--- config.mk ---
export PLATFORM = sky130hd
export DESIGN_NAME = invadersTop
export DESIGN_NICKNAME = d
export VERILOG_FILES = /design/src/invadersPkg.sv /design/src/alienRow.sv /design/src/buttonConditioner.sv /design/src/invadersTop.sv /design/src/playerUnit.sv /design/src/toneGenerator.sv
export SDC_FILE = /design/constraint.sdc
export NUM_CORES = 1
export LEC_CHECK = 0
export BUFFER_PORTS_ARGS = -buffer_cell sky130_fd_sc_hd__buf_2
export CORE_MARGIN = 2
export CORE_UTILIZATION = 40
export DETAILED_ROUTE_END_ITERATION = 6
export GPL_TIMING_DRIVEN = 0
export HOLD_SLACK_MARGIN = 0.02
export PLACE_DENSITY = 0.54
export SETUP_SLACK_MARGIN = 0.2
export SLEW_MARGIN = 20
export SYNTH_ARGS = -nofsm -noshare
export SYNTH_HDL_FRONTEND = slang
export SYNTH_SLANG_ARGS = --single-unit
--- constraint.sdc ---
create_clock -name clk -period 4.3 [get_ports clk]
set_clock_uncertainty 0.05 [all_clocks]
set_input_delay 0.86 -clock clk [delete_from_list [all_inputs] [get_ports clk]]
set_output_delay 0.86 -clock clk [all_outputs]
set_load 0.03 [all_outputs]
--- src/invadersPkg.sv ---
package invadersPkg;

    // Screen coordinates.
    localparam int XWidth = 10;
    localparam int YWidth = 9;

    typedef logic [XWidth-1:0] xCoord_t;
    typedef logic [YWidth-1:0] yCoord_t;

    // Ship.
    localparam xCoord_t ShipStartX = 10'd310;
    localparam yCoord_t ShipY = 9'd400;
    localparam xCoord_t ShipMinX = 10'd11;
    localparam xCoord_t ShipMaxX = 10'd598;

    // Player rocket.
    localparam xCoord_t RocketOffsetX = 10'd13;
    localparam yCoord_t RocketTopY = 9'd10;
    localparam int RocketStepCycles = 4;

    // Alien i sits at AlienX0 + i * AlienPitch.
    localparam int AlienCount = 5;
    localparam xCoord_t AlienWidth = 10'd30;
    localparam yCoord_t AlienRowY = 9'd150;
    localparam xCoord_t AlienX0 = 10'd220;
    localparam xCoord_t AlienPitch = 10'd70;
    localparam xCoord_t HitMargin = 10'd2;

    // Scoring.
    localparam int ScoreWidth = 7;
    localparam logic [ScoreWidth-1:0] ScorePerAlien = 7'd3;

    // Button conditioning and tone timing in clk cycles.
    localparam int DebounceCycles = 16;
    localparam int RepeatCycles = 8;
    localparam int ToneHalfPeriod = 5;
    localparam int TonePlayCycles = 200;

    typedef struct packed {
        logic left;
        logic right;
        logic fire;
    } buttons_t;

    typedef struct packed {
        logic    flying;
        xCoord_t x;
        yCoord_t y;
    } rocket_t;

    // Bit i is alien i.
    typedef logic [AlienCount-1:0] alienMask_t;

endpackage

--- src/alienRow.sv ---
`timescale 1ns/1ps

module alienRow
    import invadersPkg::*;
(
    input  logic                  clk,
    input  logic                  rst,
    input  rocket_t               rocket,
    output logic                  hit,
    output alienMask_t            alive,
    output logic [ScoreWidth-1:0] score,
    output logic                  win
);

    alienMask_t hitVec;

    // Compare the rocket against every live alien.
    always_comb
    begin
        xCoord_t alienX;
        hitVec = '0;
        for (int i = 0; i < AlienCount; i++)
        begin
            alienX = AlienX0 + xCoord_t'(i) * AlienPitch;
            hitVec[i] = rocket.flying && alive[i]
                && (rocket.y == AlienRowY)
                && (rocket.x >= alienX - HitMargin)
                && (rocket.x <= alienX + AlienWidth + HitMargin);
        end
    end

    always_ff @(posedge clk or posedge rst)
    begin
        if (rst)
        begin
            hit <= 1'b0;
            alive <= '1;
            score <= '0;
            win <= 1'b0;
        end
        else
        begin
            hit <= |hitVec;
            alive <= alive & ~hitVec;
            if (|hitVec)
            begin
                score <= score + ScorePerAlien;
            end
            // Follows the alive register by one cycle.
            win <= (alive == '0);
        end
    end

endmodule

--- src/buttonConditioner.sv ---
`timescale 1ns/1ps

module buttonConditioner
    import invadersPkg::*;
(
    input  logic clk,
    input  logic rst,
    input  logic raw,
    output logic pulse
);

    typedef logic [$clog2(DebounceCycles)-1:0] debounce_t;
    typedef logic [$clog2(RepeatCycles)-1:0] repeat_t;

    debounce_t stableCount;
    repeat_t   repeatCount;
    logic      clean;

    // Clean level rises after DebounceCycles high samples in a row.
    always_ff @(posedge clk or posedge rst)
    begin
        if (rst)
        begin
            stableCount <= '0;
            clean <= 1'b0;
        end
        else if (!raw)
        begin
            stableCount <= '0;
            clean <= 1'b0;
        end
        else if (stableCount == debounce_t'(DebounceCycles - 1))
        begin
            clean <= 1'b1;
        end
        else
        begin
            stableCount <= stableCount + 1'b1;
        end
    end

    // Auto-repeat while held; drops at once on release.
    always_ff @(posedge clk or posedge rst)
    begin
        if (rst)
        begin
            repeatCount <= '0;
            pulse <= 1'b0;
        end
        else if (!clean || !raw)
        begin
            repeatCount <= '0;
            pulse <= 1'b0;
        end
        else if (repeatCount == repeat_t'(RepeatCycles - 1))
        begin
            repeatCount <= '0;
            pulse <= 1'b1;
        end
        else
        begin
            repeatCount <= repeatCount + 1'b1;
            pulse <= 1'b0;
        end
    end

endmodule

--- src/invadersTop.sv ---
`timescale 1ns/1ps

module invadersTop
    import invadersPkg::*;
(
    input  logic                  clk,
    input  logic                  rst,
    input  buttons_t              buttons,
    output xCoord_t               shipX,
    output rocket_t               rocket,
    output alienMask_t            alive,
    output logic [ScoreWidth-1:0] score,
    output logic                  win,
    output logic                  speaker
);

    buttons_t pulses;
    logic     hit;

    buttonConditioner leftCond_i (
        .clk   (clk),
        .rst   (rst),
        .raw   (buttons.left),
        .pulse (pulses.left)
    );

    buttonConditioner rightCond_i (
        .clk   (clk),
        .rst   (rst),
        .raw   (buttons.right),
        .pulse (pulses.right)
    );

    buttonConditioner fireCond_i (
        .clk   (clk),
        .rst   (rst),
        .raw   (buttons.fire),
        .pulse (pulses.fire)
    );

    playerUnit playerUnit_i (
        .clk    (clk),
        .rst    (rst),
        .pulses (pulses),
        .hit    (hit),
        .shipX  (shipX),
        .rocket (rocket)
    );

    alienRow alienRow_i (
        .clk    (clk),
        .rst    (rst),
        .rocket (rocket),
        .hit    (hit),
        .alive  (alive),
        .score  (score),
        .win    (win)
    );

    toneGenerator toneGenerator_i (
        .clk     (clk),
        .rst     (rst),
        .hit     (hit),
        .speaker (speaker)
    );

endmodule

--- src/playerUnit.sv ---
`timescale 1ns/1ps

module playerUnit
    import invadersPkg::*;
(
    input  logic     clk,
    input  logic     rst,
    input  buttons_t pulses,
    input  logic     hit,
    output xCoord_t  shipX,
    output rocket_t  rocket
);

    typedef logic [$clog2(RocketStepCycles)-1:0] step_t;

    step_t stepCount;

    // Left has priority over right.
    always_ff @(posedge clk or posedge rst)
    begin
        if (rst)
        begin
            shipX <= ShipStartX;
        end
        else if (pulses.left)
        begin
            if (shipX > ShipMinX)
            begin
                shipX <= shipX - 1'b1;
            end
        end
        else if (pulses.right)
        begin
            if (shipX < ShipMaxX)
            begin
                shipX <= shipX + 1'b1;
            end
        end
    end

    // One rocket at a time climbs one row per step.
    always_ff @(posedge clk or posedge rst)
    begin
        if (rst)
        begin
            rocket <= '0;
            stepCount <= '0;
        end
        else if (!rocket.flying)
        begin
            if (pulses.fire)
            begin
                rocket.flying <= 1'b1;
                rocket.x <= shipX + RocketOffsetX;
                rocket.y <= ShipY;
                stepCount <= '0;
            end
        end
        else if (hit || rocket.y == RocketTopY)
        begin
            rocket.flying <= 1'b0;
        end
        else if (stepCount == step_t'(RocketStepCycles - 1))
        begin
            stepCount <= '0;
            rocket.y <= rocket.y - 1'b1;
        end
        else
        begin
            stepCount <= stepCount + 1'b1;
        end
    end

endmodule

--- src/toneGenerator.sv ---
`timescale 1ns/1ps

module toneGenerator
    import invadersPkg::*;
(
    input  logic clk,
    input  logic rst,
    input  logic hit,
    output logic speaker
);

    typedef logic [$clog2(TonePlayCycles + 1)-1:0] play_t;
    typedef logic [$clog2(ToneHalfPeriod)-1:0] half_t;

    play_t playCount;
    half_t halfCount;
    logic  toneBit;
    logic  playing;

    assign playing = (playCount != '0);

    always_ff @(posedge clk or posedge rst)
    begin
        if (rst)
        begin
            playCount <= '0;
            halfCount <= '0;
            toneBit <= 1'b0;
        end
        else
        begin
            // A new hit restarts the window.
            if (hit)
            begin
                playCount <= play_t'(TonePlayCycles);
            end
            else if (playing)
            begin
                playCount <= playCount - 1'b1;
            end

            if (!playing)
            begin
                halfCount <= '0;
                toneBit <= 1'b0;
            end
            else if (halfCount == half_t'(ToneHalfPeriod - 1))
            begin
                halfCount <= '0;
                toneBit <= ~toneBit;
            end
            else
            begin
                halfCount <= halfCount + 1'b1;
            end
        end
    end

    assign speaker = toneBit && playing;

endmodule

==> impl_metrics.env, run 1 <==
export IMPL_synth_mux_area_share_pct=1.49
export IMPL_area_growth_pct=15.7
export IMPL_ys_seq_area_share_pct=44.7
export IMPL_h_tree_depth=3
export IMPL_clk_latency_ns=0.34
export IMPL_cts_hold_fix_buffers=0
export IMPL_finalInstanceArea_um2=5530
export IMPL_mostFrequentLayoutCells="dfrtp_1 (75), buf_2 (56), nor2_1 (41)"
export IMPL_slew_headroom_pct=45.1
export IMPL_layout_drive_gt1_share_pct=17.9
export IMPL_sequential_cell_area_um2=2140
export IMPL_reg2reg_to="playerUnit_i.shipX[9]"
export IMPL_grt_use_total_pct=17.1
export IMPL_hp_class="reg2reg"
export IMPL_place_area_um2=5230
export IMPL_ys_types=67
export IMPL_gp_congestion=0.840
export IMPL_worstMarginPinSlew_ns=0.819
export IMPL_die_y_um=113
export IMPL_root_buffer="clkbuf_16"
export IMPL_cts_tree="built"
export IMPL_start_util_pct=41.4
export IMPL_post_place_ws_ns=1.69
export IMPL_fmax_ghz=0.337
export IMPL_synth_cells=488
export IMPL_crit_fanout=6
export IMPL_synth_area_per_cell_um2=9.80
export IMPL_yosys_area_share_simple_pct=18.8
export IMPL_synth_fa_ha_area_share_pct=7.22
export IMPL_diodes=0
export IMPL_io_pins=49
export IMPL_drc=0
export IMPL_final_common_cell="dfrtp_1"
export IMPL_fillCellCount=1119
export IMPL_synth_edf_count=0
export IMPL_rsz0062_at_grt="false"
export IMPL_rows=39
export IMPL_grt_max_degree=44
export IMPL_worstSetupPathType="reg2out"
export IMPL_antenna_found_initial=0
export IMPL_setup_ws_ns=1.34
export IMPL_die_area_um2=12800
export IMPL_r2r_cells=6
export IMPL_synth_warnings=0
export IMPL_outcome="finished clean"
export IMPL_async_flop_share_pct=100
export IMPL_cts_sinks=85
export IMPL_drtPass1Iterations=4
export IMPL_synth_fp_nets=520
export IMPL_synth_compound_area_share_pct=18.9
export IMPL_cp_top_family="simple AND/OR/NAND/NOR gates"
export IMPL_crit_slowest_cell="or4_4"
export IMPL_synth_xor_area_share_pct=4.58
export IMPL_tns_ns=0
export IMPL_cp_num_buf_inv=1
export IMPL_postRouteAntennaNets=0
export IMPL_finalSetupViolCount=0
export IMPL_netlist_area_um2=4780
export IMPL_drv_cap=0
export IMPL_grt_pass1_wl_mm=17.9
export IMPL_overflow=0
export IMPL_min_path_cells=1
export IMPL_fin_util_pct=47.8
export IMPL_wl_mm=10.1
export IMPL_vias=3788
export IMPL_holdCritStartpoint="fireCond_i.repeatCount[0]"
export IMPL_multiInputGateArea_um2=2440
export IMPL_nets=580
export IMPL_synth_top_family_by_area="compound AO/OA/AOI/OAI gates"
export IMPL_portBuffers=48
export IMPL_hold_path_end="fireCond_i.repeatCount[0]"
export IMPL_rr_startpoint="leftCond_i.pulse"
export IMPL_finalCriticalPeriod_ns=2.96
export IMPL_ys_flop_type="dfrtp_1"
export IMPL_required_ns=3.39
export IMPL_regToRegSetupSlack_ns=1.97
export IMPL_hpwl_mm=7.32
export IMPL_viasPerCell=5.45
export IMPL_routedWlPerCell_um=14.5
export IMPL_core_area_um2=11600
export IMPL_post_cts_resized=0
export IMPL_power_density_nw_per_um2=295
export IMPL_dr_first_iter_drc_count=228
export IMPL_p_leak_uw=0.00268
export IMPL_worstSetupStartpointType="flip-flop"
export IMPL_grt_pass1_vias=3741
export IMPL_clockBufferDepth=2
export IMPL_slowest_delay_ns=0.55
export IMPL_period_share_pct=68.9
export IMPL_cts_inserted_buffers=9
export IMPL_ys_seq_elements=85
export IMPL_ir_drop_uv=220
export IMPL_crit_arrival_ns=2.05
export IMPL_crit_chain="or4_4, or3_4, and2_1, buf_2"
export IMPL_endpoint_kind="output port"
export IMPL_hold_viol=0
export IMPL_maxSlewViolCount=0
export IMPL_die_w_um=113
export IMPL_post_cts_setup_buffers=0
export IMPL_cts_clk_slew_worst_paths_ns=0.06
[report_power, final]
part / total, uW / switching, uW / internal [uW]
logic: 36.8 / 25.3 / 11.5
registers: 813 / 5.88 / 807
clock network: 782 / 303 / 478
[logic make-up after synthesis]
group	Yosys count
buffers and inverters	49
and+or+nand+nor	168
adders and majority gates	27
xor gates and xnor gates	25
DFF	85
muxes	7
AOI/OAI and AO/OA	127
[cells in the mapped netlist, drive strengths merged (5+ instances only)]
cell type  number  share of area (%)
xor2           12                2.2
mux2i           6                1.3
nor4            6               0.79
clkbuf          5               0.42
nor2b           6               0.79
o31a            5               0.92
dfrtp          75                 39
or4             5               0.94
nand2          28                2.2
nand2b          5               0.65
nor3           17                1.8
a211oi          8                1.4
ha             26                6.8
inv            33                2.6
xnor2          13                2.4
nor2           41                3.2
dfstp          10                5.5
nand3          22                2.3
o21ai          27                3.0
a31oi           6               0.79
buf            11                1.2
o311ai          7                1.3
and3           11                1.4
o31ai          14                2.3
a21oi          22                2.3
o21a           10                1.6
[layer usage]
| layer | track usage (%) | vias to the layer above | part of all wire [%] |
|---|---|---|---|
| met5 | 0 | - | 0 |
| met4 | 4.47 | 0 | 0.79 |
| met3 | 4.77 | 6 | 2.9 |
| met2 | 27.5 | 48 | 49 |
| met1 | 22.9 | 1821 | 48 |
| li1 | - | 1913 | - |
[sequential cells by signal (all words and copies together) (netlist names), 2 cells and up]
register and count:
alienRow_i.alive 5, alienRow_i.score 7, fireCond_i.repeatCount 3, fireCond_i.stableCount 4, leftCond_i.repeatCount 3, leftCond_i.stableCount 4, playerUnit_i.rocket 20, playerUnit_i.shipX 10
playerUnit_i.stepCount 2, rightCond_i.repeatCount 3, rightCond_i.stableCount 4, toneGenerator_i.halfCount 3, toneGenerator_i.playCount 8
[area by class of cell]
class	instances	share of cell area, %
multi-input combinational	354	44.1
sequential	85	38.7
timing repair buffer	49	4.84
clock buffer	12	4.64
tap	143	3.23
inverter	33	2.28
buffer	16	1.42
clock inverter	3	0.814
[how the worst max path moves through the flow]
stage                                      start              to  slack (ns)  cells after the start
global placement                             rst  alienRow_i.win        0.05                      2
CTS                 toneGenerator_i.playCount[4]         speaker        1.32                      4
finish              toneGenerator_i.playCount[4]         speaker        1.34                      4
global route        toneGenerator_i.playCount[4]         speaker        1.27                      4
floorplan                                    rst  alienRow_i.hit        1.21                      1
detailed placement  toneGenerator_i.playCount[4]         speaker        1.69                      4
[metrics by stage]
| stage | std cells | power [uW] | hold slack, ns |
|---|---|---|---|
| 2_1_floorplan | 488 | 851 | 0.363 |
| 3_3_place_gp | 679 | 861 | 0.376 |
| 3_5_place_dp | 680 | 866 | 0.380 |
| 4_1_cts | 695 | 1660 | 0.391 |
| 5_1_grt | 695 | 1710 | 0.407 |
| 6_report | 695 | 1630 | 0.387 |
(Power assumes the default switching activity.)
==> run 2: changes to the inputs <==
PLACE_DENSITY = 0.56   (was 0.54)
clock period = 2.41 ns   (was 4.3 ns; I/O delays follow)
==> impl_metrics.env, run 2 (synthesized netlist as in run 1, its figures left out) <==
export IMPL_wl_mm=10.5
export IMPL_endpoint_kind="output port"
export IMPL_largest_reg_flops=20
export IMPL_cp_top_family="simple AND/OR/NAND/NOR gates"
export IMPL_failed_checks="setup timing"
export IMPL_root_buffer="clkbuf_16"
export IMPL_grt_pass1_wl_mm=17.8
export IMPL_drtPass1Iterations=4
export IMPL_cts_inserted_buffers=9
export IMPL_crit_arrival_ns=1.90
export IMPL_worstSetupStartpointType="flip-flop"
export IMPL_diodes=0
export IMPL_start_util_pct=41.4
export IMPL_clk_latency_ns=0.35
export IMPL_io_pins=49
export IMPL_mostFrequentLayoutCells="dfrtp_1 (74), buf_2 (55), nor2_1 (41)"
export IMPL_fillCellCount=1085
export IMPL_drc=0
export IMPL_hpwl_mm=7.35
export IMPL_portBuffers=48
export IMPL_core_area_um2=11600
export IMPL_crit_chain="or4_4, or3_4, and2_4, buf_6"
export IMPL_cts_clk_slew_worst_paths_ns=0.06
export IMPL_die_y_um=113
export IMPL_routedWlPerCell_um=14.8
export IMPL_gp_congestion=0.785
export IMPL_rsz0062_at_grt="true"
export IMPL_die_area_um2=12800
export IMPL_power_density_nw_per_um2=512
export IMPL_fmax_ghz=0.412
export IMPL_postRouteAntennaNets=0
export IMPL_maxSlewViolCount=0
export IMPL_crit_fanout=2
export IMPL_layout_drive_gt1_share_pct=21.7
export IMPL_final_common_cell="dfrtp_1"
export IMPL_crit_slowest_cell="or4_4"
export IMPL_worstMarginPinSlew_ns=0.692
export IMPL_grt_max_degree=34
export IMPL_vias=3906
export IMPL_p_leak_uw=0.00276
export IMPL_worstSetupPathType="reg2out"
export IMPL_outcome="finished with violations"
export IMPL_cts_sinks=85
export IMPL_slew_headroom_pct=53.5
export IMPL_cts_tree="built"
export IMPL_hp_class="in2async"
export IMPL_period_share_pct=101
export IMPL_area_growth_pct=19.0
export IMPL_setup_ws_ns=-0.0194
export IMPL_slowest_delay_ns=0.54
export IMPL_dr_first_iter_drc_count=247
export IMPL_grt_pass1_vias=3744
export IMPL_reg_top3="playerUnit_i.rocket x20, playerUnit_i.shipX x10, toneGenerator_i.playCount x8"
export IMPL_regMostFlops="playerUnit_i.rocket"
export IMPL_tns_ns=-0.0194
export IMPL_h_tree_depth=3
export IMPL_cp_num_buf_inv=1
export IMPL_drv_cap=0
export IMPL_nets=594
export IMPL_ir_drop_uv=322
export IMPL_fin_util_pct=49.2
export IMPL_clockBufferDepth=2
export IMPL_overflow=0
export IMPL_antenna_found_initial=0
export IMPL_cts_hold_fix_buffers=0
export IMPL_finalCriticalPeriod_ns=2.43
export IMPL_viasPerCell=5.50
export IMPL_required_ns=1.88
export IMPL_grt_use_total_pct=17.2
export IMPL_hold_viol=0
export IMPL_finalSetupViolCount=1
export IMPL_die_w_um=113
export IMPL_rows=39
[run 2: path summary, 6_finish.rpt]
path | cells after the start | start | slack (ns) | end
max reg2reg | 6 | toneGenerator_i.playCount[4] | 0.22 | toneGenerator_i.playCount[4]
min in group clk | 3 | buttons[0] | 0.35 | fireCond_i.stableCount[2]
min reg2reg | 1 | rightCond_i.repeatCount[0] | 0.39 | rightCond_i.repeatCount[0]
max in group asynchronous | 4 | rst | 1.35 | alienRow_i.alive[4]
max | 4 | toneGenerator_i.playCount[4] | -0.02 | speaker
min | 2 | rst | 0.12 | fireCond_i.stableCount[2]
[run 2: per-layer routing]
layer  global-route usage, %  vias up  wire (um)
met2                    27.9       51       5170
met1                    22.4     1917       4930
met3                    4.82        2        359
li1                        -     1936          -
met4                    5.37        0         46
met5                       0        -          0
[run 2: final cells by class]
| class | count | area, um2 | area share [%] |
|---|---|---|---|
| Buffer | 16 | 81.3 | 1.43 |
| Clock buffer | 9 | 225 | 3.96 |
| Clock inverter | 7 | 75.1 | 1.32 |
| Inverter | 33 | 128 | 2.24 |
| Multi-Input combinational cell | 354 | 2480 | 43.5 |
| Sequential cell | 85 | 2140 | 37.6 |
| Tap cell | 143 | 179 | 3.14 |
| Timing Repair Buffer | 63 | 384 | 6.75 |
[run 2: what timing repair did]
action                                  in CTS  in global routing
gates resized for setup                      4                 10
gates cloned                                 0                  0
setup buffers                                8                  5
pin swaps                                    4                  2
endpoints found under the setup margin       9                 19
endpoints found under the hold margin        0                  0
[run 2: through the flow]
stage / std cells / power, uW / hold slack (ns) / setup WS (ns) / cell area, um2
after CTS: 705 / 2970 / 0.123 / -0.0206 / 5620
after detailed placement: 681 / 1550 / 0.383 / 0.171 / 5250
final: 710 / 2920 / 0.118 / -0.0194 / 5690
after floorplan: 488 / 1520 / 0.363 / 0.215 / 4790
after global placement: 679 / 1540 / 0.376 / 0.146 / 5200
after global routing: 710 / 3030 / 0.156 / -0.0569 / 5690
[run 2: worst reg2reg max path: cells and delay by family, from the launching register on]
family                 cells  cell delay (ns)
XOR/XNOR                   1             0.17
buffers and inverters      1             0.15
flip-flops                 1             0.39
AND/OR/NAND/NOR            4             1.30
[run 2: report_power, final]
| group | internal [uW] | switching [uW] | total, uW |
|---|---|---|---|
| combinational | 22.5 | 45.6 | 68.0 |
| sequential | 1440 | 10.8 | 1450 |
| clock | 806 | 592 | 1400 |
